==> src/hdl/pid_settings.svh <==
`ifndef PID_SETTINGS_SVH
`define PID_SETTINGS_SVH

////////////////////////////////////////
// channel and source counts
////////////////////////////////////////

// channel pipelines, one per dac output
`define N_CHAN 8

// adc sources, 0-3 on bus a and 4-7 on bus b
`define N_ADC 8

// channel or source index width, wide enough to hold invalid selections
`define W_CHAN_SEL 4

////////////////////////////////////////
// datapath widths
////////////////////////////////////////

// adc samples and dac codes
`define W_DATA 16

// setpoint and coefficients
`define W_COEF 16

// p+i sum and integral
`define W_SUM 40

// oversample exponent, up to 2^7 samples
`define W_OSM 3

// output right shift amount
`define W_RS 5

////////////////////////////////////////
// dac serial frame
////////////////////////////////////////

// bits per dac frame, two clock cycles per bit
`define W_FRAME 32

`endif

==> src/hdl/pid_cfg_pkg.sv <==
`include "pid_settings.svh"

package pid_cfg_pkg;

	// host register map
	// address selects the setting, cfg_chan selects the channel
	typedef enum logic [7:0] {
		chan_activate = 8'h00,
		src_sel       = 8'h01,
		osf_osm       = 8'h02,
		pid_setpoint  = 8'h10,
		pid_p_coef    = 8'h11,
		pid_i_coef    = 8'h12,
		pid_lock_en   = 8'h13,
		opp_min       = 8'h20,
		opp_max       = 8'h21,
		opp_init      = 8'h22,
		opp_rs        = 8'h23
	} cfg_addr_t;

	// two's complement adc sample, also the averaged mean
	typedef logic signed [`W_DATA-1:0] sample_t;

	// setpoint and p/i coefficients
	// signed so that negative gain inverts the loop
	typedef logic signed [`W_COEF-1:0] coef_t;

endpackage

==> src/hdl/dac_pkg.sv <==
`include "pid_settings.svh"

package dac_pkg;

	// unsigned dac8568 output code
	typedef logic [`W_DATA-1:0] dac_code_t;

	// dac8568 command nibble
	// only write and update channel is issued by this design
	typedef enum logic [3:0] {
		dac_cmd_write_input      = 4'h0,
		dac_cmd_update           = 4'h1,
		dac_cmd_write_update_all = 4'h2,
		dac_cmd_write_update     = 4'h3
	} dac_cmd_t;

	// frame fields, msb first on the wire
	typedef struct packed {
		logic [3:0] prefix;
		dac_cmd_t   cmd;
		logic [3:0] addr;
		dac_code_t  data;
		logic [3:0] feature;
	} dac_fields_t;

	// same 32 bits, built by field and shifted as a raw word
	typedef union packed {
		dac_fields_t          fields;
		logic [`W_FRAME-1:0] raw;
	} dac_frame_u;

endpackage

==> src/hdl/pid_channel.sv <==
`include "pid_settings.svh"

module pid_channel (
	input  logic                   clk50_in,
	input  logic                   sys_reset,
	input  pid_cfg_pkg::sample_t   sample,
	input  logic                   sample_valid,
	input  logic [`W_OSM-1:0]      osm,
	input  pid_cfg_pkg::coef_t     setpoint,
	input  pid_cfg_pkg::coef_t     p_coef,
	input  pid_cfg_pkg::coef_t     i_coef,
	input  logic                   lock_en,
	input  dac_pkg::dac_code_t     code_min,
	input  dac_pkg::dac_code_t     code_max,
	input  dac_pkg::dac_code_t     code_init,
	input  logic [`W_RS-1:0]       rs,
	output dac_pkg::dac_code_t     code,
	output logic                   code_valid
);

	// largest exponent, also the sample counter width
	localparam int OSM_MAX = (1 << `W_OSM) - 1;
	localparam int W_ACC = `W_DATA + OSM_MAX;
	localparam int W_ERR = `W_DATA + 1;
	localparam int W_SUM = `W_SUM;

	logic [OSM_MAX-1:0] cnt;
	logic last;
	logic signed [W_ACC-1:0] acc;
	logic signed [W_ACC-1:0] acc_next;
	pid_cfg_pkg::sample_t mean;
	logic mean_valid;
	logic signed [W_ERR-1:0] err;
	logic signed [W_ERR-1:0] err_q;
	logic signed [W_SUM-1:0] integ;
	logic signed [W_SUM-1:0] sum;
	logic signed [W_SUM-1:0] pre;
	logic signed [W_SUM-1:0] init_ext;
	logic signed [W_SUM-1:0] lo;
	logic signed [W_SUM-1:0] hi;
	logic v2;
	logic v3;
	logic v4;

	////////////////////////////////////////
	// stage 1 oversample
	////////////////////////////////////////

	// running sum including the sample on the bus
	assign acc_next = acc + W_ACC'(sample);
	assign last = cnt == OSM_MAX'((1 << osm) - 1);

	always_ff @(posedge clk50_in) begin
		if (sys_reset) begin
			cnt <= '0;
			acc <= '0;
			mean_valid <= 1'b0;
		end else begin
			mean_valid <= sample_valid && last;
			if (sample_valid) begin
				// group complete, start the next one from zero
				if (last) begin
					cnt <= '0;
					acc <= '0;
				end else begin
					cnt <= cnt + 1'b1;
					acc <= acc_next;
				end
			end
		end
	end

	// mean of 2^osm samples, arithmetic shift keeps the sign
	always_ff @(posedge clk50_in) begin
		if (sample_valid && last)
			mean <= pid_cfg_pkg::sample_t'(acc_next >>> osm);
	end

	////////////////////////////////////////
	// stage 2 error and integral
	////////////////////////////////////////

	// one extra bit so full scale error cannot wrap
	assign err = W_ERR'(setpoint) - W_ERR'(mean);

	always_ff @(posedge clk50_in) begin
		if (sys_reset) begin
			v2 <= 1'b0;
			integ <= '0;
		end else begin
			v2 <= mean_valid;
			// unlocked loop holds no history
			if (!lock_en)
				integ <= '0;
			else if (mean_valid)
				integ <= integ + W_SUM'(err);
		end
	end

	always_ff @(posedge clk50_in) begin
		if (mean_valid)
			err_q <= err;
	end

	////////////////////////////////////////
	// stage 3 p+i sum
	////////////////////////////////////////

	// integ already holds this group's error
	always_ff @(posedge clk50_in) begin
		if (v2)
			sum <= W_SUM'(p_coef) * W_SUM'(err_q) + W_SUM'(i_coef) * integ;
	end

	////////////////////////////////////////
	// stage 4 shift, offset, clamp
	////////////////////////////////////////

	// bounds and offset as positive values in the sum width
	assign init_ext = {{(W_SUM - `W_DATA){1'b0}}, code_init};
	assign lo = {{(W_SUM - `W_DATA){1'b0}}, code_min};
	assign hi = {{(W_SUM - `W_DATA){1'b0}}, code_max};

	always_ff @(posedge clk50_in) begin
		if (v3)
			pre <= init_ext + (sum >>> rs);
	end

	// negative results land below lo and clamp to min
	always_ff @(posedge clk50_in) begin
		if (v4) begin
			if (!lock_en)
				code <= code_init;
			else if (pre < lo)
				code <= code_min;
			else if (pre > hi)
				code <= code_max;
			else
				code <= pre[`W_DATA-1:0];
		end
	end

	// valid chain, four edges behind the last accepted sample
	always_ff @(posedge clk50_in) begin
		if (sys_reset) begin
			v3 <= 1'b0;
			v4 <= 1'b0;
			code_valid <= 1'b0;
		end else begin
			v3 <= v2;
			v4 <= v3;
			code_valid <= v4;
		end
	end

endmodule

==> config.mk <==
export PLATFORM = sky130hd
export DESIGN_NAME = pid_channel
export DESIGN_NICKNAME = d
export VERILOG_FILES = /design/src/hdl/pid_cfg_pkg.sv /design/src/hdl/dac_pkg.sv /design/src/hdl/pid_channel.sv
export VERILOG_INCLUDE_DIRS = /design/src /design/src/hdl
export SDC_FILE = /design/constraint.sdc
export NUM_CORES = 2
export LEC_CHECK = 0
export BUFFER_PORTS_ARGS = -buffer_cell sky130_fd_sc_hd__buf_2
export CORE_MARGIN = 8
export CORE_UTILIZATION = 50
export CTS_BUF_LIST = sky130_fd_sc_hd__clkbuf_16
export DETAILED_ROUTE_END_ITERATION = 7
export PLACE_DENSITY_LB_ADDON = 0.08
export SYNTH_ARGS = -nofsm -noshare
export SYNTH_HDL_FRONTEND = slang
export SYNTH_SLANG_ARGS = --single-unit
==> constraint.sdc <==
create_clock -name clk50_in -period 8.8 [get_ports clk50_in]
set_input_delay 1.32 -clock clk50_in [delete_from_list [all_inputs] [get_ports clk50_in]]
set_output_delay 1.32 -clock clk50_in [all_outputs]
set_load 0.1 [all_outputs]
# Word-level counts from Yosys, hierarchy flattened

Index checks and enable logic that the tools add are counted.

Multipliers: 2
Bitwise operators: 1
Equality and inequality tests: 1
Add/sub/neg operators: 7
$lt $le $gt $ge: 2
Muxes and demuxes: 5
Reduce and logical (&&, ||, !) cells: 2
Shifts and indexed selects: 3

Operator list:

| operator            | number |
|---|---|
| $mux 16             | 3 |
| $add 17x40->40      | 1 |
| $add 33x40->40      | 1 |
| $add 40x17->40      | 1 |
| $gt 40x17->1        | 1 |
| $lt 40x17->1        | 1 |
| $mul 16x40->40      | 1 |
| $sshr 40x5->40      | 1 |
| $mul 16x17->33      | 1 |
| $add 23x16->23      | 1 |
| $mux 23             | 1 |
| $sshr 23x3->16      | 1 |
| $sub 16x16->17      | 1 |
| $add 7x1->7 const B | 1 |
| $eq 7x7->1          | 1 |
| $mux 7              | 1 |
| $shl 1x3->7 const A | 1 |
| $sub 7x2->7 const B | 1 |
| $reduce_or 2->1     | 1 |
| $logic_and 1x1->1   | 1 |
| $not 1->1           | 1 |

Bits of input ports: 124
Register bits: 204
Logic and storage cells: 36
Output and inout bits: 17

# Logic depth before layout (Yosys ltp)

Word-level depth: 4
Gate-level depth with buffers: 30
Gate-level depth less buffers: 28

# Worst setup path after synthesis

No wires, ideal clock.

Path kind: in2reg
Start point: in p_coef[5]
End point: reg sum[36], data pin
Arrival: 8206 ps
Path slack: 328 ps
Library setup time: 266 ps
Path buffers: 2
Required time: 8534 ps
Cell stages on the path: 27
Path through: clkbuf_1 -> clkbuf_1 -> nand2_1 -> fa_1 -> inv_1 -> fa_1 -> fa_1 -> inv_1 -> fa_1 -> inv_1 -> fa_1 -> fa_1 -> fa_1 -> inv_1 -> fa_1 -> inv_1 -> ha_1 -> a21oi_1 -> nor2_1 -> a211oi_1 -> o21ai_0 -> a21o_1 -> o21ai_0 -> a21oi_1 -> nor4_1 -> o221ai_1 -> xor2_1

Cells in the longest elaborated chain, start to end: 2

Ends and longest elaborated chain:

| item                 | RTL line           | text |
|---|---|---|
| from (decl)          | pid_channel.sv:10  | `input pid_cfg_pkg::coef_t p_coef,` |
| $mul 16x17->33       | pid_channel.sv:112 | `sum <= W_SUM'(p_coef) * W_SUM'(err_q) + W_SUM'(i_coef) * integ;` |
| $add 33x40->40       | pid_channel.sv:112 |  |
| to (signal assigned) | pid_channel.sv:112 |  |
| to (decl)            | pid_channel.sv:36  | `logic signed [W_SUM-1:0] sum;` |

Every way passes these cells.
A chain may end at the register's enable or synchronous reset.

# Worst setup path after layout

Start point: in p_coef[2]
End point: reg sum[39], data pin

The elaborated chain is that of the path after synthesis.

==> results.md <==
- The maximum buffer depth of the clock tree is 3.
- The count of buffers added on input and output ports is 140.
- The floorplan step defined a core boundary enclosing about 85000 µm².
- The switching portion of total power is 46.5%.
- Grouping stages by cell kind, the critical path spends the most delay in adder cells.
- The dominant cell type by area after synthesis is fa_1.
- The run finished with clean final reports.
- The global route total overflow is 0.
- The final number of hold-violating endpoints was 0.
- The critical path class is input pin to flop.
- The number of H-tree levels is 1.
- Derived from the worst setup path, the maximum achievable clock frequency is 121 MHz.
- The number of global-route vias before repair is 33600.
- Leaving out fill and tap cells, the most frequent cells in the layout are inv_1 (922), fa_1 (789), nand2_1 (620), and2_1 (301), ha_1 (289).
- The global-route usage over all layers is 24.5%.
- The worst slack after detailed placement is -0.149 ns.
- Setup violations remaining at the end of the flow were counted as 0.
- Setup repair after global routing left no endpoint under its margin.
- The tree is rooted in a clkbuf_16.
- At the worst endpoint, the arrival time is 8.60 ns.
- The first-iteration detailed-routing DRC count is about 1600.
- At the worst endpoint, the required time is 9.11 ns.
- The overall die height is 308 µm.
- Counting distinct cell types in the post-synthesis netlist gives 80.
- The worst hold path belongs to the class flop to flop.
- The effective utilization at floorplan is 50.2%.
- After clock tree synthesis, the setup repair step added 0 buffers.
- Entering global routing, the biggest net connects ~60 pins.
- At the pin with the least slew margin, the transition time is 1.03 ns.
- The share of final-layout standard cells stronger than drive strength 1 is 8.14%.
- Routability-driven placement finished with a final weighted congestion of approximately 0.88.
- The number of nets with antenna violations after detailed routing is 0.
- The HPWL after detailed placement is 95200 µm.
- The sequential power share is roughly an eighth.
- Sorting the synthesized cells by area gives the leading types as fa_1 (37%), edfxtp_1 (9.1%), ha_1 (8.5%).
- The post-synthesis async set-or-reset flop share is 0%.
- The cell area after technology mapping is 42600 µm².
- From synthesis to final layout, the design area changed by 7.59%.
- The number of enable-type register cells in the synthesized netlist is 129.
- The post-CTS clock slew at the launch and capture registers of the worst setup and hold paths is 0.06 ns.
- The number of detailed-route iterations in the first pass is 5.
- The delay contributed by the slowest stage of the critical path is approximately 0.57 ns.
- The post-cts resize count is 0.
- The relative max-transition margin is 31.1%.
- Counting stages on the worst path, the most repeated cell is fa_1.
- In this run the power density over the cells is 262 nW/µm².
- Setup total negative slack on the finished layout was measured at 0 ns.
- The clock latency on the worst-skew pair is 0.57 ns.
- The number of inserted filler cells in the final layout is roughly 8100.
- The TritonCTS clock tree is built.
- In this run, synthesis produced a sequential element count of 204.
- The Yosys warning count is 0.
- In this run the core area contains 107 standard-cell rows.
- The net count of the finished layout is 5935.
- The internal power of the cells totals 6430 µW.
- In the routed design, unresolved DRC markers number 0.
- The floorplan step defined a die boundary enclosing 94800 µm².
- The clock arrives with 0.0157 ns of skew.
- The total nets after synthesis is 5841.
- The share of the yosys chip area belonging to registers is 12.6%.
- On the critical path, the stage with the largest delay is an instance of fa_1.
- The number of standard cells after synthesis is 4639.
- Of the total power, combinational logic draws 78.0%.
- The number of max-cap violations is 0.
- Pin placement for this block handled 141 I/O pins.
- Along the worst path, the maximum fanout reaches 17.
- A synthesized cell averages 9.19 µm².
- The hold buffer count at CTS is 0.
- The startpoint type of the worst setup path is an input pin.
- The count of pins over their slew limit is 0.
- The first-pass GRT wire length is around 180000 µm.
- The via density per instance is 5.32.
- The vias after detailed routing is 31400.
- The static power due to leakage is 0.0218 µW.
- The number of buffers added by the clock tree synthesis step is 28.
- The area share of the largest cell type after synthesis is around 37%.
- The routed wirelength normalized by instance count is 19.3 µm.
- The worst path buffer plus inverter count is 7.
- The period utilization is 94.3%.
- The clock drives 204 sinks.
- The worst path needs approximately 8.3 ns of the cycle, external delays included.
- Setup slack closes at ~0.50 ns.
- VDD sags by at most approximately 320 µV.
- The power dissipated by switching net loads is about 5600 µW.
- The total wirelength of the detailed-routed design is 114000 µm.
- The most common cell after layout, fill and taps aside is inv_1.
- The sort of element at the end of the critical path is a flop.
- The initial antenna violation count is 6.
- The relative contribution of the clock network to total power is approximately 9.7%.
- The dominant register cell in the synthesized netlist is edfxtp_1.
- Measured along the x axis, the die boundary spans 308 µm.
power groups by stage:
stage | registers (µW) | logic (µW) | clock network [µW]
5_1_grt | 1480 | 10800 | 1220
3_5_place_dp | 1500 | 9440 | 0
2_1_floorplan | 1500 | 6710 | 0
6_report | 1480 | 9390 | 1160
3_3_place_gp | 1500 | 9360 | 0
4_1_cts | 1480 | 9500 | 1190
final timing paths:
path | from | endpoint | slack [ns] | depth (start not counted)
max | p_coef[2] | sum[39] | 0.50 | 27
min | acc[6] | acc[6] | 0.47 | 2
max reg2reg | err_q[8] | sum[39] | 0.62 | 26
min reg2reg | acc[6] | acc[6] | 0.47 | 2
cells in the mapped netlist, drive strengths merged (34+ instances only):
cell,n
mux2i,89
nor2b,57
dfxtp,75
nand2,620
o21ai,111
ha,289
inv,920
fa,789
a21o,51
xnor2,127
a21oi,154
nand3,55
nor2,163
edfxtp,129
mux4,34
clkbuf,178
nand2b,71
and2,302
o21a,34
xor2,41
through the flow:
step	util [%]	hold slack, ns	area [µm²]	std cells	power [µW]
global route	54.0	0.494	45800	5898	13500
CTS	54.0	0.476	45800	5898	12200
floorplan	-	0.450	42600	4639	8210
global placement	52.9	0.460	44900	5847	10900
finish	54.0	0.472	45900	5901	12000
detailed placement	52.9	0.466	44900	5847	10900
worst register-to-register path, delay by kind of cell, from the launching register on:
| kind | cells | cell delay, ns |
|---|---|---|
| AOI/OAI and AO/OA | 6 | 1.55 |
| xor gates and xnor gates | 1 | 0.11 |
| adders and majority gates | 9 | 4.20 |
| buffers and inverters | 6 | 0.42 |
| DFF | 1 | 0.90 |
| and+or+nand+nor | 4 | 0.75 |
cell families after synthesis:
| kind of cell | after synthesis | synth area share (%) |
|---|---|---|
| AOI/OAI and AO/OA | 518 | 7.85 |
| xor gates and xnor gates | 168 | 3.45 |
| adders and majority gates | 1078 | 45.5 |
| buffers and inverters | 1117 | 9.94 |
| DFF | 204 | 12.6 |
| muxes | 150 | 4.63 |
| and+or+nand+nor | 1404 | 16.0 |
registers in the layout, indices dropped and copies added, names as in the netlist:
register,count
acc,23
cnt,7
v3,1
code,16
mean_valid,1
v4,1
integ,40
pre,40
mean,16
err_q,17
v2,1
sum,40
code_valid,1
layer usage:
layer / routed length, µm / part of all wire (%) / global-route usage [%]
met4: 3140 / 2.8 / 6.44
met2: 54200 / 47 / 41.7
met1: 50100 / 44 / 32.7
met5: 27 / 0.024 / 0
met3: 6620 / 5.8 / 3.98
area by class of cell:
class	count	area [µm²]	area share [%]
Clock inverter	22	203	0.442
Timing Repair Buffer	260	1640	3.57
Multi-Input combinational cell	3318	33000	72.0
Inverter	921	3460	7.54
Clock buffer	29	726	1.58
Tap cell	1144	1430	3.12
Antenna cell	3	7.51	0.0164
Sequential cell	204	5380	11.7
Power figures use the tool's default switching activity.
