### src/hdl/pid_settings.svh
`ifndef PID_SETTINGS_SVH
`define PID_SETTINGS_SVH

////////////////////////////////////////
// channel and source counts
////////////////////////////////////////

// channel pipelines, one per dac output
`define N_CHAN 8

// adc sources, 0-3 on bus a and 4-7 on bus b
`define N_ADC 8

// channel or source index width, wide enough to hold invalid selections
`define W_CHAN_SEL 4

////////////////////////////////////////
// datapath widths
////////////////////////////////////////

// adc samples and dac codes
`define W_DATA 16

// setpoint and coefficients
`define W_COEF 16

// p+i sum and integral
`define W_SUM 40

// oversample exponent, up to 2^7 samples
`define W_OSM 3

// output right shift amount
`define W_RS 5

////////////////////////////////////////
// dac serial frame
////////////////////////////////////////

// bits per dac frame, two clock cycles per bit
`define W_FRAME 32

`endif

### src/hdl/dac_pkg.sv
`include "pid_settings.svh"

package dac_pkg;

	// unsigned dac8568 output code
	typedef logic [`W_DATA-1:0] dac_code_t;

	// dac8568 command nibble
	// only write and update channel is issued by this design
	typedef enum logic [3:0] {
		dac_cmd_write_input      = 4'h0,
		dac_cmd_update           = 4'h1,
		dac_cmd_write_update_all = 4'h2,
		dac_cmd_write_update     = 4'h3
	} dac_cmd_t;

	// frame fields, msb first on the wire
	typedef struct packed {
		logic [3:0] prefix;
		dac_cmd_t   cmd;
		logic [3:0] addr;
		dac_code_t  data;
		logic [3:0] feature;
	} dac_fields_t;

	// same 32 bits, built by field and shifted as a raw word
	typedef union packed {
		dac_fields_t          fields;
		logic [`W_FRAME-1:0] raw;
	} dac_frame_u;

endpackage

### src/hdl/dac_instr_queue.sv
`include "pid_settings.svh"

module dac_instr_queue (
	input  logic                     clk50_in,
	input  logic                     sys_reset,
	input  dac_pkg::dac_code_t       code [`N_CHAN],
	input  logic [`N_CHAN-1:0]       code_valid,
	input  logic                     serial_done,
	output logic                     issue,
	output dac_pkg::dac_code_t       issue_code,
	output logic [`W_CHAN_SEL-1:0]   issue_chan
);

	localparam int W_IDX = $clog2(`N_CHAN);

	logic [`N_CHAN-1:0] pending;
	dac_pkg::dac_code_t value [`N_CHAN];
	logic busy;
	logic idle;
	logic [`N_CHAN-1:0] avail;
	logic [W_IDX-1:0] sel;
	dac_pkg::dac_code_t sel_code;

	// a value arriving this cycle counts as pending
	assign avail = pending | code_valid;
	// the issue pulse itself marks the driver busy for one cycle
	assign idle = !busy && !issue;

	// lowest index wins
	always_comb begin
		sel = '0;
		for (int i = `N_CHAN - 1; i >= 0; i--) begin
			if (avail[i])
				sel = i[W_IDX-1:0];
		end
	end

	// fresh value bypasses the stored copy
	assign sel_code = code_valid[sel] ? code[sel] : value[sel];

	always_ff @(posedge clk50_in) begin
		for (int i = 0; i < `N_CHAN; i++) begin
			if (code_valid[i])
				value[i] <= code[i];
		end
		if (idle && |avail) begin
			issue_code <= sel_code;
			issue_chan <= {{(`W_CHAN_SEL - W_IDX){1'b0}}, sel};
		end
	end

	always_ff @(posedge clk50_in) begin
		if (sys_reset) begin
			pending <= '0;
			busy <= 1'b0;
			issue <= 1'b0;
		end else begin
			issue <= idle && |avail;
			if (serial_done)
				busy <= 1'b0;
			else if (issue)
				busy <= 1'b1;
			// newer values overwrite, never block upstream
			pending <= pending | code_valid;
			// the issued channel leaves the queue
			if (idle && |avail)
				pending[sel] <= 1'b0;
		end
	end

endmodule

### config.mk
export PLATFORM = sky130hd
export DESIGN_NAME = dac_instr_queue
export DESIGN_NICKNAME = d
export VERILOG_FILES = /design/src/hdl/dac_pkg.sv /design/src/hdl/dac_instr_queue.sv
export VERILOG_INCLUDE_DIRS = /design/src /design/src/hdl
export SDC_FILE = /design/constraint.sdc
export NUM_CORES = 1
export LEC_CHECK = 0
export BUFFER_PORTS_ARGS = -buffer_cell sky130_fd_sc_hd__clkbuf_2
export CORE_MARGIN = 2
export CORE_UTILIZATION = 40
export CTS_CLUSTER_SIZE = 8
export DETAILED_ROUTE_END_ITERATION = 8
export SKIP_CTS_REPAIR_TIMING = 1
export SYNTH_ARGS = -nofsm -noshare
export SYNTH_HDL_FRONTEND = slang
export SYNTH_SLANG_ARGS = --single-unit
### constraint.sdc
create_clock -name clk50_in -period 2.8 [get_ports clk50_in]
set_input_delay 0.28 -clock clk50_in [delete_from_list [all_inputs] [get_ports clk50_in]]
set_output_delay 0.28 -clock clk50_in [all_outputs]
set_load 0.01 [all_outputs]
== Word level (Yosys, flattened, before mapping) ==
Memory sizes are Yosys's and may differ from the RTL's.
Index checks and enable logic that the tools add are counted.
Widths: inputs -> output; s select.

* Register bits: 29
* Memories: 1
* Output and inout port bits: 21
* Input port bits: 139
* RAM bits: 128

* Magnitude comparators: 3
* Reductions and logical operators: 7
* Muxes and demuxes: 33
* Bitwise gates (word level): 4

{| class="wikitable"
|+ Memory list
! name !! depth !! width !! rd ports !! clocked after memory_dff !! write ports !! line !! source
|-
| value || 8 || 16 || 1 || 0 || 8 || dac_instr_queue.sv:17 || <nowiki>dac_pkg::dac_code_t value [`N_CHAN];</nowiki>
|}

{| class="wikitable"
|+ Operator list
! operator !! number
|-
| $bmux 16 s3 || 1
|-
| $mux 16 || 3
|-
| $mux 3 || 8
|-
| $mux 1 || 18
|-
| $and 8x8->8 || 1
|-
| $mux 8 || 1
|-
| $not 8->8 || 1
|-
| $or 8x8->8 || 1
|-
| $reduce_or 8->1 || 1
|-
| $ge 4x4->1 const B || 1
|-
| $lt 3x4->1 const B || 1
|-
| $not 3->4 || 1
|-
| $bmux 1 s3 || 1
|-
| $demux 1 s3 || 1
|-
| $ge 3x1->1 const B || 1
|-
| $logic_and 1x1->1 || 3
|-
| $logic_not 1->1 || 2
|-
| $reduce_or 2->1 || 1
|}

== Depth between registers and ports, before layout ==
Gate-level depths: netlist of the first run.

* Depth in word-level cells: 16
* Mapped depth: 10
* Gate-level depth less buffers: 7

== Least setup slack after synthesis of the first run ==
No wires, ideal clock.

* Kind: reg-to-reg
* Start: reg issue
* End: reg issue_chan[0] (enable)
* Slack: 0.222 ns
* Arrival: 2.153 ns
* Cell stages (with the launch flop): 3
* Setup time: 0.426 ns
* Path buffers: 0
* Cells stage by stage: dfxtp_1 > nor2_1 > a21boi_0

* Longest elaborated chain between the ends: 3

{| class="wikitable"
|+ Ends and longest elaborated chain
! element !! line !! source
|-
| start: declaration || dac_instr_queue.sv:9 || <nowiki>output logic issue,</nowiki>
|-
| start signal: assignment || dac_instr_queue.sv:58 || <nowiki>issue <= idle && |avail;</nowiki>
|-
| $logic_not 1->1 || dac_instr_queue.sv:27 || <nowiki>assign idle = !busy && !issue;</nowiki>
|-
| $logic_and 1x1->1 || dac_instr_queue.sv:27 ||
|-
| $logic_and 1x1->1 || dac_instr_queue.sv:46 || <nowiki>if (idle && |avail) begin</nowiki>
|-
| end signal: assignment || dac_instr_queue.sv:48 || <nowiki>issue_chan <= {{(`W_CHAN_SEL - W_IDX){1'b0}}, sel};</nowiki>
|-
| end: declaration || dac_instr_queue.sv:11 || <nowiki>output logic [`W_CHAN_SEL-1:0] issue_chan</nowiki>
|}

No other way between the ends.
A chain may end at the register's enable or synchronous reset.

== Worst setup path in the final report of the first run ==
* Start: reg pending[7]
* End: reg issue_code[7], data pin

* Longest elaborated chain between the ends: 14

{| class="wikitable"
|+ Ends and longest elaborated chain
! element !! line !! source
|-
| start: declaration || dac_instr_queue.sv:16 || <nowiki>logic [`N_CHAN-1:0] pending;</nowiki>
|-
| start signal: assignment || dac_instr_queue.sv:64 || <nowiki>pending <= pending | code_valid;</nowiki>
|-
| $or 8x8->8 * || dac_instr_queue.sv:25 || <nowiki>assign avail = pending | code_valid;</nowiki>
|-
| $mux 3 * (8 in series) || dac_instr_queue.sv:33 || <nowiki>if (avail[i])</nowiki>
|-
| $not 3->4 (implied by the code) || dac_instr_queue.sv:39 || <nowiki>assign sel_code = code_valid[sel] ? code[sel] : value[sel];</nowiki>
|-
| $bmux 16 s3 || dac_instr_queue.sv:39 ||
|-
| $mux 16 (implied by the code) (2 in series) || dac_instr_queue.sv:39 ||
|-
| $mux 16 * || dac_instr_queue.sv:39 ||
|-
| net sel_code[7] || dac_instr_queue.sv:22 || <nowiki>dac_pkg::dac_code_t sel_code;</nowiki>
|-
| end signal: assignment || dac_instr_queue.sv:47 || <nowiki>issue_code <= sel_code;</nowiki>
|-
| end: declaration || dac_instr_queue.sv:10 || <nowiki>output dac_pkg::dac_code_t issue_code,</nowiki>
|}

Mark *: on every way through the listed nets, which the timed path passes. The rest lies on a longest branch. The select of a mux whose other input is x is not followed.

==> impl_metrics.toml, run 1 <==
[worst_setup_path]
worst_setup_path_end_kind = "register"
r2r-start = "pending[7]"
rr_worst_depth = 8
cp-start-kind = "register"
crit_path_cell_trace = "nor2_1 > o31ai_1 > a22o_4 > buf_4 > mux2i_1 > o22ai_1 > nor2_1 > mux2i_1"
cp_data_arrival_time_ns = 2.65
crit_path_top_delay_cell = "buf_4"
required_ns = 2.97
worstSetupStartpoint = "pending[7]"
ff2ff_setup_slack_ns = 0.32
slowest_delay_ns = 0.58
worstSetupPathType = "reg2reg"
worstPathMaxFanout = 41
endpoint = "issue_code[7]"
r2r-end = "issue_code[7]"

[placed_design]
place.port_buffers = 158
placed_cell_area_sq_um = 8170
detailed_place_hpwl_mm = 13.5
place_congestion = 0.882
placedCellCount = 858

[synth]
synth_edf_count = 147
synthDistinctLibCells = 28
synth_compound_area_share_pct = 7.22
synthXorXnorAreaFrac_pct = 0
ys.flop_type = "edfxtp_1"
avgSynthCellArea_sq_um = 14.6
postSynthCellCount = 484
synthAdderAreaFrac_pct = 0
muxShareOfSynthArea_pct = 20.5
yosysSeqAreaShare_pct = 65.3
syn-cell-area_sq_um = 7070
synth_seq_cells = 157
synthArstFlopShare_pct = 0
synth_top_family_by_area = "multiplexers"
synth.net_count = 623
synth-simple-area-share_pct = 4.55
yosys_warnings = 0

[final_layout]
stdcell_count = 890
finalNetCount = 791
nFillCells = 1548
final_area_sq_um = 8730
area_delta_synth_final_pct = 23.5
regArea_sq_um = 4610
diodes = 0
multi_input_area_sq_um = 2300
final_layout_size_suffix_gt1_share_pct = 31.9

[timing]
finalHoldViolCount = 0
worst_pin_slew_ns = 0.748
skew_ns = 0.00683
rsz0062_at_grt = "false"
setup_violations = 0
period_share_pct = 88.6
fmax_ghz = 0.403
slew_headroom_pct = 49.7
min_period_ns = 2.48
hold_ws_ns = 0.0407
finalSetupTns_ns = 0
report.final.slew_viol_count = 0

[global_route]
use_met1_pct = 30.5
grt_pass1_vias = 4783
grt_util_all_layers_pct = 21.1
met3_usage_pct = 4.19
grt-ovfl-total = 0
grt_util_met2_pct = 31.6
grt_max_degree = 42
grt_pass1_wl_mm = 28.6
grt_antenna_before_repair = 0
busiest_layer = "met2"

[clocking]
clock_latency_ns = 0.43
cts_root_buf = "clkbuf_16"
cts.sinks = 157
cts_tree = "yes"
clk_pin_slew_ns = 0.06
htree_levels = 4
cts_inserted_buffers = 17
cts_buffer_depth = 2

[power_and_ir_drop]
combPwrFrac_pct = 14.8
p_leak_nw = 3.48
power_density_nw_per_um2 = 682
p_switching_w = 0.00147
ir_worst_vdd_v = 0.000477
p_seq_share_pct = 48.3
switching_share_pct = 24.7
p_int_w = 0.00448
p_clk_share_pct = 37.0

[route]
routedWlPerCell_um = 21.5
drc = 0
via_per_inst = 5.47
wl_mm = 19.2
dr.pass1.iters = 5
first_iter_violations = 307
antenna_left = 0
via_count = 4867

[min_path]
holdPathStages = 2
min_path_type = "in2reg"

[die]
dieWidth_um = 137
rows = 48
pin_count = 160
dieArea_sq_um = 18800
die_height_um = 137
start_util_pct = 40.9
core_area_sq_um = 17300

[run]
max-cap-violations = 0

[outcome]
status = "completed"
power by group through the flow:
stage	logic [W]	clock network, W	registers (W)
after floorplan	0.000480	0	0.00294
after global placement	0.000867	0	0.00292
after detailed placement	0.000882	0	0.00292
after CTS	0.000885	0.00224	0.00287
after global routing	0.000954	0.00233	0.00289
final	0.000880	0.00220	0.00287
routing by layer:
layer	share of wire, %	wire (um)
met1	45	8710
met2	47	8960
met3	6.1	1170
met4	1.8	343
met5	0	0
cell usage after synthesis (all sizes together), types with 2 or more instances:
master    n  area share [%]
o22ai    64             5.7
nor2b     2            0.18
a311oi    2            0.25
nor4      6            0.53
clkbuf   13            0.69
nand2     6            0.32
nand3     3            0.21
o21ai     2            0.14
nor2     47             2.5
a21oi     2            0.14
buf      17             1.7
mux2i   145              21
dfxtp    10             2.8
o31ai     2            0.21
nor3      8            0.57
a211oi    2            0.21
edfxtp  147              62
flip-flops by register name, indices dropped and copies added (netlist names):
signal and flops:
value 128, issue_code 16, pending 8, issue_chan 3, busy 1, issue 1
worst min path at each step:
| stage | from | endpoint | slack [ns] |
|---|---|---|---|
| after floorplan | serial_done | busy | 0.36 |
| after global placement | code[123] | value[0][11] | 0.47 |
| after detailed placement | code[57] | value[4][9] | 0.47 |
| after CTS | code[104] | value[1][8] | 0.02 |
| after global routing | code[57] | value[4][9] | 0.02 |
| final | serial_done | busy | 0.04 |
kinds of logic (layout without fill, tap and decap cells):
family,after synthesis,after routing
AOI/OAI and AO/OA,77,77
and+or+nand+nor,74,74
buffers and inverters,30,211
other,1,1
DFF,157,157
muxes,145,145
final cells by class:
type,count,share of cell area (%)
well taps,225,3.22
clock buffers,19,4.96
flip-flops and latches,157,52.9
repair buffers,179,11.2
clock inverters,13,1.42
multi-input cells,297,26.4
through the flow:
step	total power [W]	util [%]	setup WS, ns
2_1_floorplan	0.00342	-	0.222
3_3_place_gp	0.00379	47.3	0.225
3_5_place_dp	0.00381	47.3	0.115
4_1_cts	0.00600	50.5	0.345
5_1_grt	0.00618	50.5	0.174
6_report	0.00595	50.5	0.319
cell usage in the layout (no fill, tap or decap), types with 3 or more instances in the layout:
master / n
clkinv_2: 5
clkbuf_16: 17
nor3_1: 8
nor4_1: 6
clkinvlp_4: 3
mux2i_1: 145
clkbuf_2: 158
nand3_1: 3
nor2_1: 46
buf_4: 19
o22ai_1: 64
nand2_1: 6
edfxtp_1: 147
dfxtp_1: 10
critical path, delay by kind of cell (launching register included):
family                 cells  cell delay (ns)
AOI/OAI and AO/OA          3             0.69
buffers and inverters      1             0.58
DFF                        1             0.34
muxes                      2             0.37
and+or+nand+nor            2             0.22
Power figures use the tool's default switching activity.
==> run 2: changes to the inputs <==
==> constraint.sdc (replaced) <==
create_clock -name clk50_in -period 2.8 [get_ports clk50_in]
set_input_delay 0.84 -clock clk50_in [delete_from_list [all_inputs] [get_ports clk50_in]]
set_output_delay 0.84 -clock clk50_in [all_outputs]
set_load 0.01 [all_outputs]
==> run 2 against run 1 <==
Clock skew increased by 0.0013 ns. Non-clock buffer count increased by 14. Setup slack improved by 0.11 ns. Core utilization increased by 1.5 points. Largest power group unchanged. Worst hold slack improved by 0.53 ns. Global-route usage decreased by 0.92 points. Critical path type is now in2reg. Largest cell class unchanged.
==> impl_metrics.toml, run 2 (synthesis results as in run 1) <==
[final_layout]
area_delta_synth_final_pct = 27.2
final_core_util_pct = 52.0
reg_top3 = "value (128), issue_code (16), pending (8)"
diodes = 0
multi_input_area_sq_um = 2300
mostFrequentLayoutCells = "clkbuf_2, edfxtp_1, mux2i_1"
finalNetCount = 805
final_layout_size_suffix_gt1_share_pct = 33.3
largest_reg_flops = 128
nFillCells = 1510
regArea_sq_um = 4610
regMostFlops = "value"
final_common_cell = "clkbuf_2"
stdcell_count = 904

[route]
routedWlPerCell_um = 20.6
dr.pass1.iters = 5
drc = 0
wl_mm = 18.7
antenna_left = 0
via_count = 4782
first_iter_violations = 404
via_per_inst = 5.29

[worst_setup_path]
endpoint = "issue_code[1]"
worstPathMaxFanout = 19
r2r-end = "issue_code[1]"
worst_setup_path_end_kind = "register"
rr_worst_depth = 8
ff2ff_setup_slack_ns = 0.68
cp-start-kind = "primary input"
required_ns = 2.97
worstSetupPathType = "in2reg"
worstSetupStartpoint = "code_valid[6]"
cp_data_arrival_time_ns = 2.54
r2r-start = "pending[7]"

[min_path]
min_path_type = "reg2reg"
holdPathStages = 2

[timing]
min_period_ns = 2.37
skew_ns = 0.00818
setup_ws_ns = 0.429
period_share_pct = 84.7
report.final.slew_viol_count = 0
worst_pin_slew_ns = 0.507
fmax_ghz = 0.422
setup_violations = 0
rsz0062_at_grt = "false"
finalSetupTns_ns = 0
finalHoldViolCount = 0
slew_headroom_pct = 66.1

[clocking]
cts_tree = "yes"
cts_root_buf = "clkbuf_16"
clock_latency_ns = 0.42
cts.sinks = 157
clk_pin_slew_ns = 0.06
cts_buffer_depth = 2
cts_inserted_buffers = 17
htree_levels = 4

[placed_design]
placedCellCount = 872
place_congestion = 0.883
place.port_buffers = 158
detailed_place_hpwl_mm = 13.6
place_ws_ns = -0.00721

[global_route]
grt_antenna_before_repair = 0
grt_pass1_vias = 4749
grt-ovfl-total = 0
grt_util_all_layers_pct = 20.1
grt_max_degree = 37
grt_pass1_wl_mm = 27.7

[die]
die_height_um = 137
dieWidth_um = 137
dieArea_sq_um = 18800
pin_count = 160
core_area_sq_um = 17300
rows = 48
start_util_pct = 40.9

[power_and_ir_drop]
p_leak_nw = 3.62
ir_worst_vdd_v = 0.000425
power_density_nw_per_um2 = 686
power_w = 0.00617

[outcome]
status = "completed"

[run]
max-cap-violations = 0
-- run 2: cell count changes in the layout (fill, tap and decap cells not counted) --
cell        previous run  this run
buf_12                 2        11
clkinv_1               2         3
clkinv_4               0         1
buf_4                 19        24
bufinv_16              2         4
clkbuf_1               2         1
clkinvlp_4             3         0
-- run 2: per-layer routing --
metal,wire [um],vias up,track usage (%)
met5,0,-,0
met4,334,0,6.24
met3,1120,24,4.44
met2,8530,154,30.6
met1,8680,2322,28.8
li1,-,2282,-
-- run 2: how the worst min path moves through the flow --
stage	end	startpoint	slack [ns]
2_1_floorplan	pending[6]	pending[6]	0.52
3_3_place_gp	pending[4]	pending[4]	0.57
3_5_place_dp	pending[6]	pending[6]	0.55
4_1_cts	pending[6]	pending[6]	0.56
5_1_grt	value[1][11]	code[107]	0.59
6_report	pending[6]	pending[6]	0.57
-- run 2: stage by stage --
stage | cell area [sq um] | hold WS [ns]
2_1_floorplan | 7070 | 0.517
3_3_place_gp | 8390 | 0.573
3_5_place_dp | 8390 | 0.555
4_1_cts | 8990 | 0.564
5_1_grt | 8990 | 0.592
6_report | 8990 | 0.570
-- run 2: where the power goes --
group          leakage (nW)  switching [W]  internal [W]  total (W)
sequential             1.53      0.0000687       0.00281    0.00288
clock                 0.300       0.000898       0.00148    0.00238
combinational          1.79       0.000499      0.000417   0.000915
-- run 2: cell type report --
cell class	instances	share of cell area (%)
clock buffer	18	4.77
multi-input combinational	297	25.6
tap	225	3.13
clock inverter	14	1.93
timing repair buffer	193	13.2
sequential	157	51.3
-- run 2: worst max-delay path, cell delays in order --
cell and delay [ns]:
clkbuf_2 0.15, o31ai_1 0.32, a22o_4 0.28, buf_4 0.33
mux2i_1 0.26, o22ai_1 0.15, nor2_1 0.11, mux2i_1 0.07
