==> src/hdl/pid_settings.svh <==
`ifndef PID_SETTINGS_SVH
`define PID_SETTINGS_SVH

////////////////////////////////////////
// channel and source counts
////////////////////////////////////////

// channel pipelines, one per dac output
`define N_CHAN 8

// adc sources, 0-3 on bus a and 4-7 on bus b
`define N_ADC 8

// channel or source index width, wide enough to hold invalid selections
`define W_CHAN_SEL 4

////////////////////////////////////////
// datapath widths
////////////////////////////////////////

// adc samples and dac codes
`define W_DATA 16

// setpoint and coefficients
`define W_COEF 16

// p+i sum and integral
`define W_SUM 40

// oversample exponent, up to 2^7 samples
`define W_OSM 3

// output right shift amount
`define W_RS 5

////////////////////////////////////////
// dac serial frame
////////////////////////////////////////

// bits per dac frame, two clock cycles per bit
`define W_FRAME 32

`endif

==> src/hdl/pid_cfg_pkg.sv <==
`include "pid_settings.svh"

package pid_cfg_pkg;

	// host register map
	// address selects the setting, cfg_chan selects the channel
	typedef enum logic [7:0] {
		chan_activate = 8'h00,
		src_sel       = 8'h01,
		osf_osm       = 8'h02,
		pid_setpoint  = 8'h10,
		pid_p_coef    = 8'h11,
		pid_i_coef    = 8'h12,
		pid_lock_en   = 8'h13,
		opp_min       = 8'h20,
		opp_max       = 8'h21,
		opp_init      = 8'h22,
		opp_rs        = 8'h23
	} cfg_addr_t;

	// two's complement adc sample, also the averaged mean
	typedef logic signed [`W_DATA-1:0] sample_t;

	// setpoint and p/i coefficients
	// signed so that negative gain inverts the loop
	typedef logic signed [`W_COEF-1:0] coef_t;

endpackage

==> src/hdl/dac_pkg.sv <==
`include "pid_settings.svh"

package dac_pkg;

	// unsigned dac8568 output code
	typedef logic [`W_DATA-1:0] dac_code_t;

	// dac8568 command nibble
	// only write and update channel is issued by this design
	typedef enum logic [3:0] {
		dac_cmd_write_input      = 4'h0,
		dac_cmd_update           = 4'h1,
		dac_cmd_write_update_all = 4'h2,
		dac_cmd_write_update     = 4'h3
	} dac_cmd_t;

	// frame fields, msb first on the wire
	typedef struct packed {
		logic [3:0] prefix;
		dac_cmd_t   cmd;
		logic [3:0] addr;
		dac_code_t  data;
		logic [3:0] feature;
	} dac_fields_t;

	// same 32 bits, built by field and shifted as a raw word
	typedef union packed {
		dac_fields_t          fields;
		logic [`W_FRAME-1:0] raw;
	} dac_frame_u;

endpackage

==> src/hdl/chan_router.sv <==
`include "pid_settings.svh"

module chan_router (
	input  logic                       clk50_in,
	input  logic                       sys_reset,
	input  logic                       cfg_write,
	input  pid_cfg_pkg::cfg_addr_t     cfg_addr,
	input  logic [`W_CHAN_SEL-1:0]     cfg_chan,
	input  logic [31:0]                cfg_data,
	input  pid_cfg_pkg::sample_t       adc_data_a,
	input  pid_cfg_pkg::sample_t       adc_data_b,
	input  logic [`N_ADC-1:0]          adc_valid,
	output pid_cfg_pkg::sample_t       chan_sample [`N_CHAN],
	output logic [`N_CHAN-1:0]         chan_valid,
	output logic [`W_OSM-1:0]          chan_osm [`N_CHAN],
	output pid_cfg_pkg::coef_t         chan_setpoint [`N_CHAN],
	output pid_cfg_pkg::coef_t         chan_p_coef [`N_CHAN],
	output pid_cfg_pkg::coef_t         chan_i_coef [`N_CHAN],
	output logic [`N_CHAN-1:0]         chan_lock_en,
	output dac_pkg::dac_code_t         chan_min [`N_CHAN],
	output dac_pkg::dac_code_t         chan_max [`N_CHAN],
	output dac_pkg::dac_code_t         chan_init [`N_CHAN],
	output logic [`W_RS-1:0]           chan_rs [`N_CHAN]
);

	localparam int W_IDX = $clog2(`N_CHAN);
	localparam int W_ASEL = $clog2(`N_ADC);

	logic [`N_CHAN-1:0] activate;
	logic [`W_CHAN_SEL-1:0] src [`N_CHAN];
	logic [W_IDX-1:0] idx;

	// channel index into the register arrays
	assign idx = cfg_chan[W_IDX-1:0];

	////////////////////////////////////////
	// host register file
	////////////////////////////////////////

	// out of range channels and unknown addresses fall through
	always_ff @(posedge clk50_in) begin
		if (sys_reset) begin
			activate <= '0;
			chan_lock_en <= '0;
			for (int i = 0; i < `N_CHAN; i++) begin
				src[i] <= '0;
				chan_osm[i] <= '0;
				chan_setpoint[i] <= '0;
				chan_p_coef[i] <= '0;
				chan_i_coef[i] <= '0;
				chan_min[i] <= '0;
				chan_max[i] <= '0;
				chan_init[i] <= '0;
				chan_rs[i] <= '0;
			end
		end else if (cfg_write && cfg_chan < `N_CHAN) begin
			case (cfg_addr)
				pid_cfg_pkg::chan_activate: activate[idx] <= cfg_data[0];
				pid_cfg_pkg::src_sel:       src[idx] <= cfg_data[`W_CHAN_SEL-1:0];
				pid_cfg_pkg::osf_osm:       chan_osm[idx] <= cfg_data[`W_OSM-1:0];
				pid_cfg_pkg::pid_setpoint:  chan_setpoint[idx] <= cfg_data[`W_COEF-1:0];
				pid_cfg_pkg::pid_p_coef:    chan_p_coef[idx] <= cfg_data[`W_COEF-1:0];
				pid_cfg_pkg::pid_i_coef:    chan_i_coef[idx] <= cfg_data[`W_COEF-1:0];
				pid_cfg_pkg::pid_lock_en:   chan_lock_en[idx] <= cfg_data[0];
				pid_cfg_pkg::opp_min:       chan_min[idx] <= cfg_data[`W_DATA-1:0];
				pid_cfg_pkg::opp_max:       chan_max[idx] <= cfg_data[`W_DATA-1:0];
				pid_cfg_pkg::opp_init:      chan_init[idx] <= cfg_data[`W_DATA-1:0];
				pid_cfg_pkg::opp_rs:        chan_rs[idx] <= cfg_data[`W_RS-1:0];
				default: ;
			endcase
		end
	end

	////////////////////////////////////////
	// sample routing
	////////////////////////////////////////

	for (genvar i = 0; i < `N_CHAN; i++) begin : g_route
		logic enable;

		// active and pointing at a real source
		assign enable = activate[i] && (src[i] < `N_ADC);
		// lower half of the sources share bus a
		assign chan_sample[i] = (src[i] < `N_ADC / 2) ? adc_data_a : adc_data_b;
		// strobe of the selected source, masked when disabled
		assign chan_valid[i] = enable && adc_valid[src[i][W_ASEL-1:0]];
	end

endmodule

==> config.mk <==
export PLATFORM = sky130hd
export DESIGN_NAME = chan_router
export DESIGN_NICKNAME = d
export VERILOG_FILES = /design/src/hdl/pid_cfg_pkg.sv /design/src/hdl/dac_pkg.sv /design/src/hdl/chan_router.sv
export VERILOG_INCLUDE_DIRS = /design/src /design/src/hdl
export SDC_FILE = /design/constraint.sdc
export NUM_CORES = 1
export LEC_CHECK = 0
export BUFFER_PORTS_ARGS = -buffer_cell sky130_fd_sc_hd__buf_2
export CORE_AREA = 8 8 412 414
export CTS_BUF_LIST = sky130_fd_sc_hd__clkbuf_4 sky130_fd_sc_hd__clkbuf_8
export DETAILED_ROUTE_END_ITERATION = 10
export DIE_AREA = 0 0 420 422
export GPL_TIMING_DRIVEN = 0
export PLACE_DENSITY = 0.37
export SLEW_MARGIN = 20
export SYNTH_ARGS = -nofsm -noshare
export SYNTH_HDL_FRONTEND = slang
export SYNTH_SLANG_ARGS = --single-unit
==> constraint.sdc <==
create_clock -name clk50_in -period 2.8 [get_ports clk50_in]
set_input_delay 0.56 -clock clk50_in [delete_from_list [all_inputs] [get_ports clk50_in]]
set_output_delay 0.56 -clock clk50_in [all_outputs]
set_load 0.05 [all_outputs]
# ---- Word-level counts from Yosys, hierarchy flattened
# Memory sizes are Yosys's and may differ from the RTL's.
# Index checks and enable logic that the tools add are counted.
dict set report classes {
  n_lt_le_gt_ge 29
  eq_ne 10
  mux 51
  n_bitwise 1
  n_reduce_logical 31
}
# op n
set ops {}
lappend ops {{bitwise mux 128 bit} 6}
lappend ops {{two-way mux 16 bit} 9}
lappend ops {{demux 16 bit (select 3 bit)} 1}
lappend ops {{bitwise mux 40 bit} 1}
lappend ops {{less-than comparator 3 x 4 -> 1 bit (second input constant)} 9}
lappend ops {{less-than comparator 4 bit (second input constant)} 9}
lappend ops {{== test 8 x 5 -> 1 bit (second input constant)} 4}
lappend ops {{== test 8 x 6 -> 1 bit (second input constant)} 4}
lappend ops {{less-than comparator 4 x 3 -> 1 bit (second input constant)} 8}
lappend ops {{binary-select mux 1 bit (select 3 bit)} 8}
lappend ops {{bitwise mux 24 bit} 1}
lappend ops {{AND reduction 2 bit} 10}
lappend ops {{logical AND 1 bit} 19}
lappend ops {{bitwise mux 8 bit} 2}
lappend ops {{two-way mux 1 bit} 16}
lappend ops {{demux 5 bit (select 3 bit)} 1}
lappend ops {{demux 3 bit (select 3 bit)} 1}
lappend ops {{== test 8 x 1 -> 1 bit (second input constant)} 1}
lappend ops {{== test 8 x 2 -> 1 bit (second input constant)} 1}
lappend ops {{zero test 8 bit} 1}
lappend ops {{two-way mux 3 bit} 2}
lappend ops {{two-way mux 5 bit} 1}
lappend ops {{>= comparator 4 bit (second input constant)} 1}
lappend ops {{less-than comparator 4 x 1 -> 1 bit (second input constant)} 1}
lappend ops {{other kinds (5)} 5}
dict set report totals {
  reg_bits 848
  ramBits 32
  wordCells 189
  mem_count 1
}
# memory words width read_ports rd_clocked_by_memory_dff write_ports line_no
set mem_list {}
lappend mem_list {src 8 4 8 0 8 chan_router.sv:30} ;# logic [`W_CHAN_SEL-1:0] src [`N_CHAN];

# ---- Longest topological paths before layout
# Gate-level depths: netlist (run 1).
dict set report logic_depth {
  ltp_word 7
  ltp_mapped 6
  mapped_depth_nobuf 3
}

# ---- Worst setup path before layout (run 1)
# OpenSTA, ideal clock, no wires.
dict set report synth_timing {
  path_type {input port to output port}
  from {input port adc_valid[5]}
  to {output port chan_valid[3]}
  t_arrival_ns 1.984
  slack_ns 0.256
  stages 3
  path_buffers 0
  cell_sequence {mux4_2 > mux2i_1 > nor3b_1}
}
dict set report synth_between {
  elab_chain_cells 3
}
# item line_no
set synth_rtl {}
lappend synth_rtl {{start: declaration} chan_router.sv:12} ;# input logic [`N_ADC-1:0] adc_valid,
lappend synth_rtl {{binary-select mux 1 bit (select 3 bit)} chan_router.sv:86} ;# assign chan_valid[i] = enable && adc_valid[src[i][W_ASEL-1:0]];
lappend synth_rtl {{two-way mux 1 bit (not written as such)} chan_router.sv:86}
lappend synth_rtl {{logical AND 1 bit} chan_router.sv:86}
lappend synth_rtl {{end: declaration} chan_router.sv:14} ;# output logic [`N_CHAN-1:0] chan_valid,
# Every way passes these cells. The select of a mux whose other input is x is not followed.

==> results.ini, run 1 <==
[critical_path]
crit_family = multiplexers
r2r-start = chan_p_coef[119]
r2r_end = chan_p_coef[119]
slowest_delay_ns = 0.42
arrival_ns = 2.41
cpMaxStageDelayCell = edfxtp_1
critPathCaptureType = output pin
crit_buf_inv = 1
ff2ff_setup_slack_ns = 2.09
r2r_cells = 2
critical_path_class = flip-flop to output pin
critPathRequiredTime_ns = 2.24
start_kind = flip-flop
crit_fanout = 2
crit_chain = mux4_2, mux2i_1, nor3b_2, buf_6

[global_route]
grt_overflow = 0
grt_pass1_vias = 29884
grt_pass1_wl_mm = 259
grtUsageTotal_pct = 20.7
grt_max_degree = 17
antenna_found_initial = 13

[cells_and_area]
fin_cells = 6781
fill_cells = 17151
syn2layout_area_growth_pct = 39.5
final_common_cell = buf_2
fin_util_pct = 31.3
final_cell_mix = buf_2 (956), nand2b_1 (864), mux2i_1 (851)
drive_above_1_share_pct = 37.4
fin_nets = 4550

[pwr]
pwr-share-clk_pct = 46.5
p_int_uw = 21300
p_switching_uw = 7860
p_comb_share_pct = 10.2
p_per_area_nw_per_um2 = 570
vdd_drop_max_uv = 463
power_frac_seq_pct = 43.3
switching_share_pct = 26.9
p_leak_uw = 0.0274

[placement]
hpwl_mm = 148
dpl.cell_count = 6447
dp_slack_ns = -1.52
numPortBuffers = 1045
gp_congestion = 0.835

[synthesis]
synthTopCellsByArea = dfxtp_1 (46%), mux2i_1 (23%), nand2b_1 (15%), mux2_2 (3.9%), edfxtp_1 (2.6%)
ys.flop_type = dfxtp_1
synth-edff-count = 32
synth-async-reset-ratio_pct = 0
synth.distinct_cells = 34
synth_fp_nets = 3287
netlist_area_um2 = 36700
syn_area_per_cell_um2 = 11.5
seq_area_frac_synth_pct = 48.8
ys_ff_latch = 880
syn_inst = 3200
ys_warn_count = 0
synth_top_area_share_pct = 46.2
synth_top_area_cell = dfxtp_1

[sta]
period_minus_slack_ns = 2.97
setup_viol = 81
clock_skew_ns = 0
timing.final.crit_share_pct = 106
setup_slack_ns = -0.166
rsz0062_at_grt = yes
slew_violations = 0
fmax_mhz = 337
slew_headroom_pct = 34.9
hold_viol = 0
tightestPinTransition_ns = 0.976

[drt]
dr.first_iter.drc_count = 1439
first_pass_iters = 5
wl_mm = 191
wire_per_inst_um = 28.2
vias = 28764
routed_via_density = 4.24
ant_nets = 0
drc = 0

[clocking]
cts_buffers = 168
cts-root-buf = clkbuf_8
clock_sinks = 880
clk_path_buf_depth = 3
path_clk_slew_ns = 0.06
cts_tree = built
hold_buffers = 0
cts_max_level = 4
worstSkewPairLatency_ns = 0.87

[die]
row_count = 149
initial_utilization_pct = 22.5
ios = 1063
dieWidth_um = 420
die_h_um = 422
coreArea_um2 = 163000
dieArea_um2 = 177000

[flow_run]
max_cap_violations = 0

[min_path]
whs_endpoint = src[5][1]
whs_path_depth = 3
hp-class = input port to flip-flop
min_from = cfg_data[1]

[run_status]
violations = setup timing
outcome = complete, but fails checks

## routing by layer
layer	GRT usage, %	up-vias	routed length [µm]
met2	37.0	848	96900
met5	0	-	0
met3	5.29	236	10800
met4	6.27	0	5740
met1	24.3	14243	77800
li1	-	13437	-
## worst min-delay path, delay by kind of cell
family	cells	cell delay (ns)
buffers and inverters	2	0.31
and+or+nand+nor	1	0.09
## stage by stage
| step | total power (µW) | instance area [µm²] | setup TNS [ns] | hold slack, ns |
|---|---|---|---|---|
| after floorplan | 14300 | 36700 | 0 | 0.448 |
| after global placement | 15300 | 44700 | -1331.85 | 0.457 |
| after detailed placement | 15300 | 45100 | -805.02 | 0.462 |
| after CTS | 29700 | 51200 | -21.84 | 0.100 |
| after global routing | 30400 | 51200 | -18.24 | 0.140 |
| final | 29200 | 51200 | -3.80 | 0.238 |
## logic make-up (layout without fill, tap and decap cells)
group / after synthesis / after routing / synth area share, %
buffers and inverters: 291 / 1677 / 3.54
AOI/OAI and AO/OA: 8 / 8 / 0.218
other: 0 / 6 / 0
DFF: 880 / 880 / 48.8
muxes: 1000 / 1000 / 28.2
and+or+nand+nor: 1021 / 1021 / 19.2
## registers in the layout (all words and copies together) (netlist names)
| register | cells |
|---|---|
| chan_rs | 40 |
| activate | 8 |
| chan_i_coef | 128 |
| src | 32 |
| chan_init | 128 |
| chan_p_coef | 128 |
| chan_min | 128 |
| chan_setpoint | 128 |
| chan_osm | 24 |
| chan_max | 128 |
| chan_lock_en | 8 |
## area by class of cell
class,count,area [µm²],area share [%]
Clock inverter,25,233,0.454
Clock buffer,268,3280,6.39
Multi-Input combinational cell,2029,18100,35.4
Inverter,4,15.0,0.0293
Buffer,284,1430,2.80
Antenna cell,6,15.0,0.0293
Sequential cell,880,17900,35.0
Timing Repair Buffer,1096,7470,14.6
Tap cell,2189,2740,5.34
## cells in the mapped netlist (3+ instances only)
| cell type | number |
|---|---|
| nand2b_1 | 864 |
| mux2i_1 | 856 |
| dfxtp_1 | 848 |
| clkbuf_1 | 192 |
| mux2_2 | 128 |
| buf_2 | 47 |
| nand4_4 | 42 |
| nand4_1 | 33 |
| nor3_1 | 33 |
| edfxtp_1 | 32 |
| buf_4 | 24 |
| buf_1 | 16 |
| mux4_2 | 16 |
| nor3b_1 | 11 |
| nor2_1 | 10 |
| a41o_1 | 8 |
| buf_6 | 8 |
| nand4_2 | 5 |
| clkinv_1 | 4 |
| and3b_1 | 3 |
| nand3b_1 | 3 |
## timing repair
item,CTS,global route
pin swaps,11,10
setup buffers,26,6
resized for setup,611,22
gates cloned,8,0
endpoints found under the setup margin,371,136
## power by group through the flow
| stage | clock, µW | sequential [µW] | combinational (µW) |
|---|---|---|---|
| after CTS | 14100 | 12600 | 3010 |
| after detailed placement | 0 | 12900 | 2430 |
| after floorplan | 0 | 12900 | 1390 |
| final | 13600 | 12600 | 2980 |
| after global placement | 0 | 12900 | 2380 |
| after global routing | 14600 | 12600 | 3090 |
## worst max path at each step
stage	startpoint	to	slack, ns	cells past startpoint
after floorplan	adc_valid[5]	chan_valid[3]	0.26	3
after global placement	sys_reset	chan_min[125]	-2.56	6
after detailed placement	sys_reset	chan_init[35]	-1.52	6
after CTS	src[2][0]	chan_valid[2]	-0.34	4
after global routing	src[2][0]	chan_valid[2]	-0.28	4
final	src[2][0]	chan_valid[2]	-0.17	4
(Power assumes the default switching activity.)
==> run 2, diff against run 1 <==
--- a/config.mk
+++ b/config.mk
@@ -8,7 +8,6 @@
 export LEC_CHECK = 0
 export BUFFER_PORTS_ARGS = -buffer_cell sky130_fd_sc_hd__buf_2
 export CORE_AREA = 8 8 412 414
-export CTS_BUF_LIST = sky130_fd_sc_hd__clkbuf_4 sky130_fd_sc_hd__clkbuf_8
 export DETAILED_ROUTE_END_ITERATION = 10
 export DIE_AREA = 0 0 420 422
 export GPL_TIMING_DRIVEN = 0
==> run 2 against run 1 <==
The flow now finishes without violations. Sequential power is essentially flat. Critical path type unchanged. Cell area decreased by 3.6%. Combinational power decreased by 16%. Critical endpoint unchanged. Largest cell class is now flip-flops and latches. Clock power grew 4%.
==> results.ini, run 2 (same netlist as run 1, synthesis figures left out) <==
[clocking]
cts_tree = built
clock_sinks = 880  ; unchanged
worstSkewPairLatency_ns = 0.69  ; -0.18 ns
cts_max_level = 3  ; -1
cts_buffers = 108  ; -36%
clk_path_buf_depth = 3  ; unchanged
path_clk_slew_ns = 0.06  ; about the same
cts-root-buf = clkbuf_16

[die]
row_count = 149  ; unchanged
die_h_um = 422  ; unchanged
dieArea_um2 = 177000  ; unchanged
ios = 1063  ; unchanged
initial_utilization_pct = 22.5  ; unchanged
coreArea_um2 = 163000  ; unchanged
dieWidth_um = 420  ; unchanged

[pwr]
vdd_drop_max_uv = 597  ; +29%
power_uw = 29400  ; +0.69%
p_leak_uw = 0.0263  ; -3.9%
p_per_area_nw_per_um2 = 595  ; +4.4%

[drt]
vias = 28235  ; -1.8%
routed_via_density = 4.23  ; -0.22%
dr.first_iter.drc_count = 1392  ; -3.3%
first_pass_iters = 4  ; -1
wire_per_inst_um = 28.4  ; +0.77%
drc = 0  ; unchanged
wl_mm = 190  ; -0.86%
ant_nets = 0  ; unchanged

[cells_and_area]
fin_cells = 6671  ; -1.6%
fin_nets = 4473  ; -1.7%
final_common_cell = buf_2
syn2layout_area_growth_pct = 34.5
drive_above_1_share_pct = 35.3  ; -2.1 points
final_cell_mix = buf_2 (1041), nand2b_1 (864), mux2i_1 (853)

[sta]
hold_viol = 0  ; unchanged
rsz0062_at_grt = yes
timing.final.crit_share_pct = 99.4  ; -6.6 points
fmax_mhz = 359  ; +6.6%
tightestPinTransition_ns = 1.04  ; +0.0658 ns
slew_violations = 0  ; unchanged
clock_skew_ns = 0  ; unchanged
slew_headroom_pct = 30.5  ; -4.4 points
period_minus_slack_ns = 2.78  ; -0.183 ns
setup_viol = 0  ; -100%

[min_path]
hp-class = input port to flip-flop

[global_route]
grt_overflow = 0  ; unchanged
grt_pass1_vias = 29133  ; -2.5%
grt_pass1_wl_mm = 256  ; -1.2%
grtUsageTotal_pct = 20.5  ; -0.28 points
grt_max_degree = 17  ; unchanged
antenna_found_initial = 12  ; -1

[critical_path]
critPathCaptureType = output pin
critical_path_class = flip-flop to output pin
crit_family = multiplexers
cpMaxStageDelayCell = edfxtp_1
crit_chain = mux4_2, mux2i_1, nor3b_2, buf_6
crit_fanout = 2  ; unchanged
critPathRequiredTime_ns = 2.24  ; about the same
crit_buf_inv = 1  ; unchanged
start_kind = flip-flop
slowest_delay_ns = 0.42  ; about the same
arrival_ns = 2.22  ; -0.19 ns

[placement]
numPortBuffers = 1045  ; unchanged
dpl.cell_count = 6447  ; unchanged
hpwl_mm = 148  ; unchanged
gp_congestion = 0.835  ; unchanged

[run_status]
outcome = complete, no violations

[flow_run]
max_cap_violations = 0  ; unchanged

run 2: cell types whose count changed in the layout (fill, tap and decap cells not counted), moves of 3 or more:
cell / change
mux2_4: -116
clkbuf_8: -172
clkbuf_4: -66
buf_12: -11
clkbuf_16: +103
buf_4: +27
buf_2: +85
clkinv_16: +3
clkinv_2: +19
clkinvlp_4: -3
buf_8: -119
clkbuf_1: +18
diode_2: +4
mux2_2: +116
run 2: path summary, 6_finish.rpt:
kind                            to       startpoint  slack [ns]  cells after the start
setup / recovery     chan_valid[2]        src[2][0]        0.02                      4
hold / removal    chan_p_coef[100]      cfg_chan[1]        0.41                      4
setup reg to reg       activate[0]      activate[0]        2.09                      2
hold reg to reg    chan_p_coef[85]  chan_p_coef[85]        0.47                      2
run 2: layout make-up:
cell class	instances	area [µm²]
Sequential cell	880	17900
Clock buffer	151	3140
Clock inverter	45	454
Multi-Input combinational cell	2029	17700
Tap cell	2189	2740
Timing Repair Buffer	1076	6000
Buffer	287	1440
Fill cell	17285	114000
Inverter	4	15.0
Antenna cell	10	25.0
run 2: metrics by stage:
step                area (µm²)  util, %  hold slack (ns)  worst slack [ns]  setup TNS (ns)
finish                   49400     30.2            0.412            0.0176               0
global route             49400     30.2            0.379           -0.0433         -0.0433
CTS                      49400     30.2            0.330            -0.111          -0.223
detailed placement       45100     27.6            0.462             -1.52         -805.02
global placement         44700     27.3            0.457             -2.56        -1331.85
floorplan                36700        -            0.448             0.256               0
run 2: what timing repair did:
action,4_1_cts,5_1_grt
hold buffers,0,0
pin swaps,10,4
gates cloned,3,0
resized for setup,152,3
setup buffers,14,1
hold endpoints to repair,0,0
setup endpoints to repair,682,7
run 2: worst reg2reg max path, cell delays in order, from the launching register on:
cell      delay, ns
dfxtp_1        0.42
nand2b_1       0.08
mux2i_1        0.13
run 2: routing by layer:
layer | GRT usage, % | up-vias | share of wire (%)
met3 | 4.32 | 196 | 5.3
met1 | 24.2 | 13997 | 41
met4 | 6.67 | 0 | 3.3
li1 | - | 13278 | -
met2 | 36.6 | 764 | 51
met5 | 0 | - | 0
run 2: report_power, final:
part | total (µW) | internal (µW) | leakage [µW] | switching [µW]
Sequential | 12600 | 12600 | 0.00713 | 26.1
Combinational | 2510 | 762 | 0.0174 | 1750
Clock | 14200 | 8210 | 0.00179 | 6030
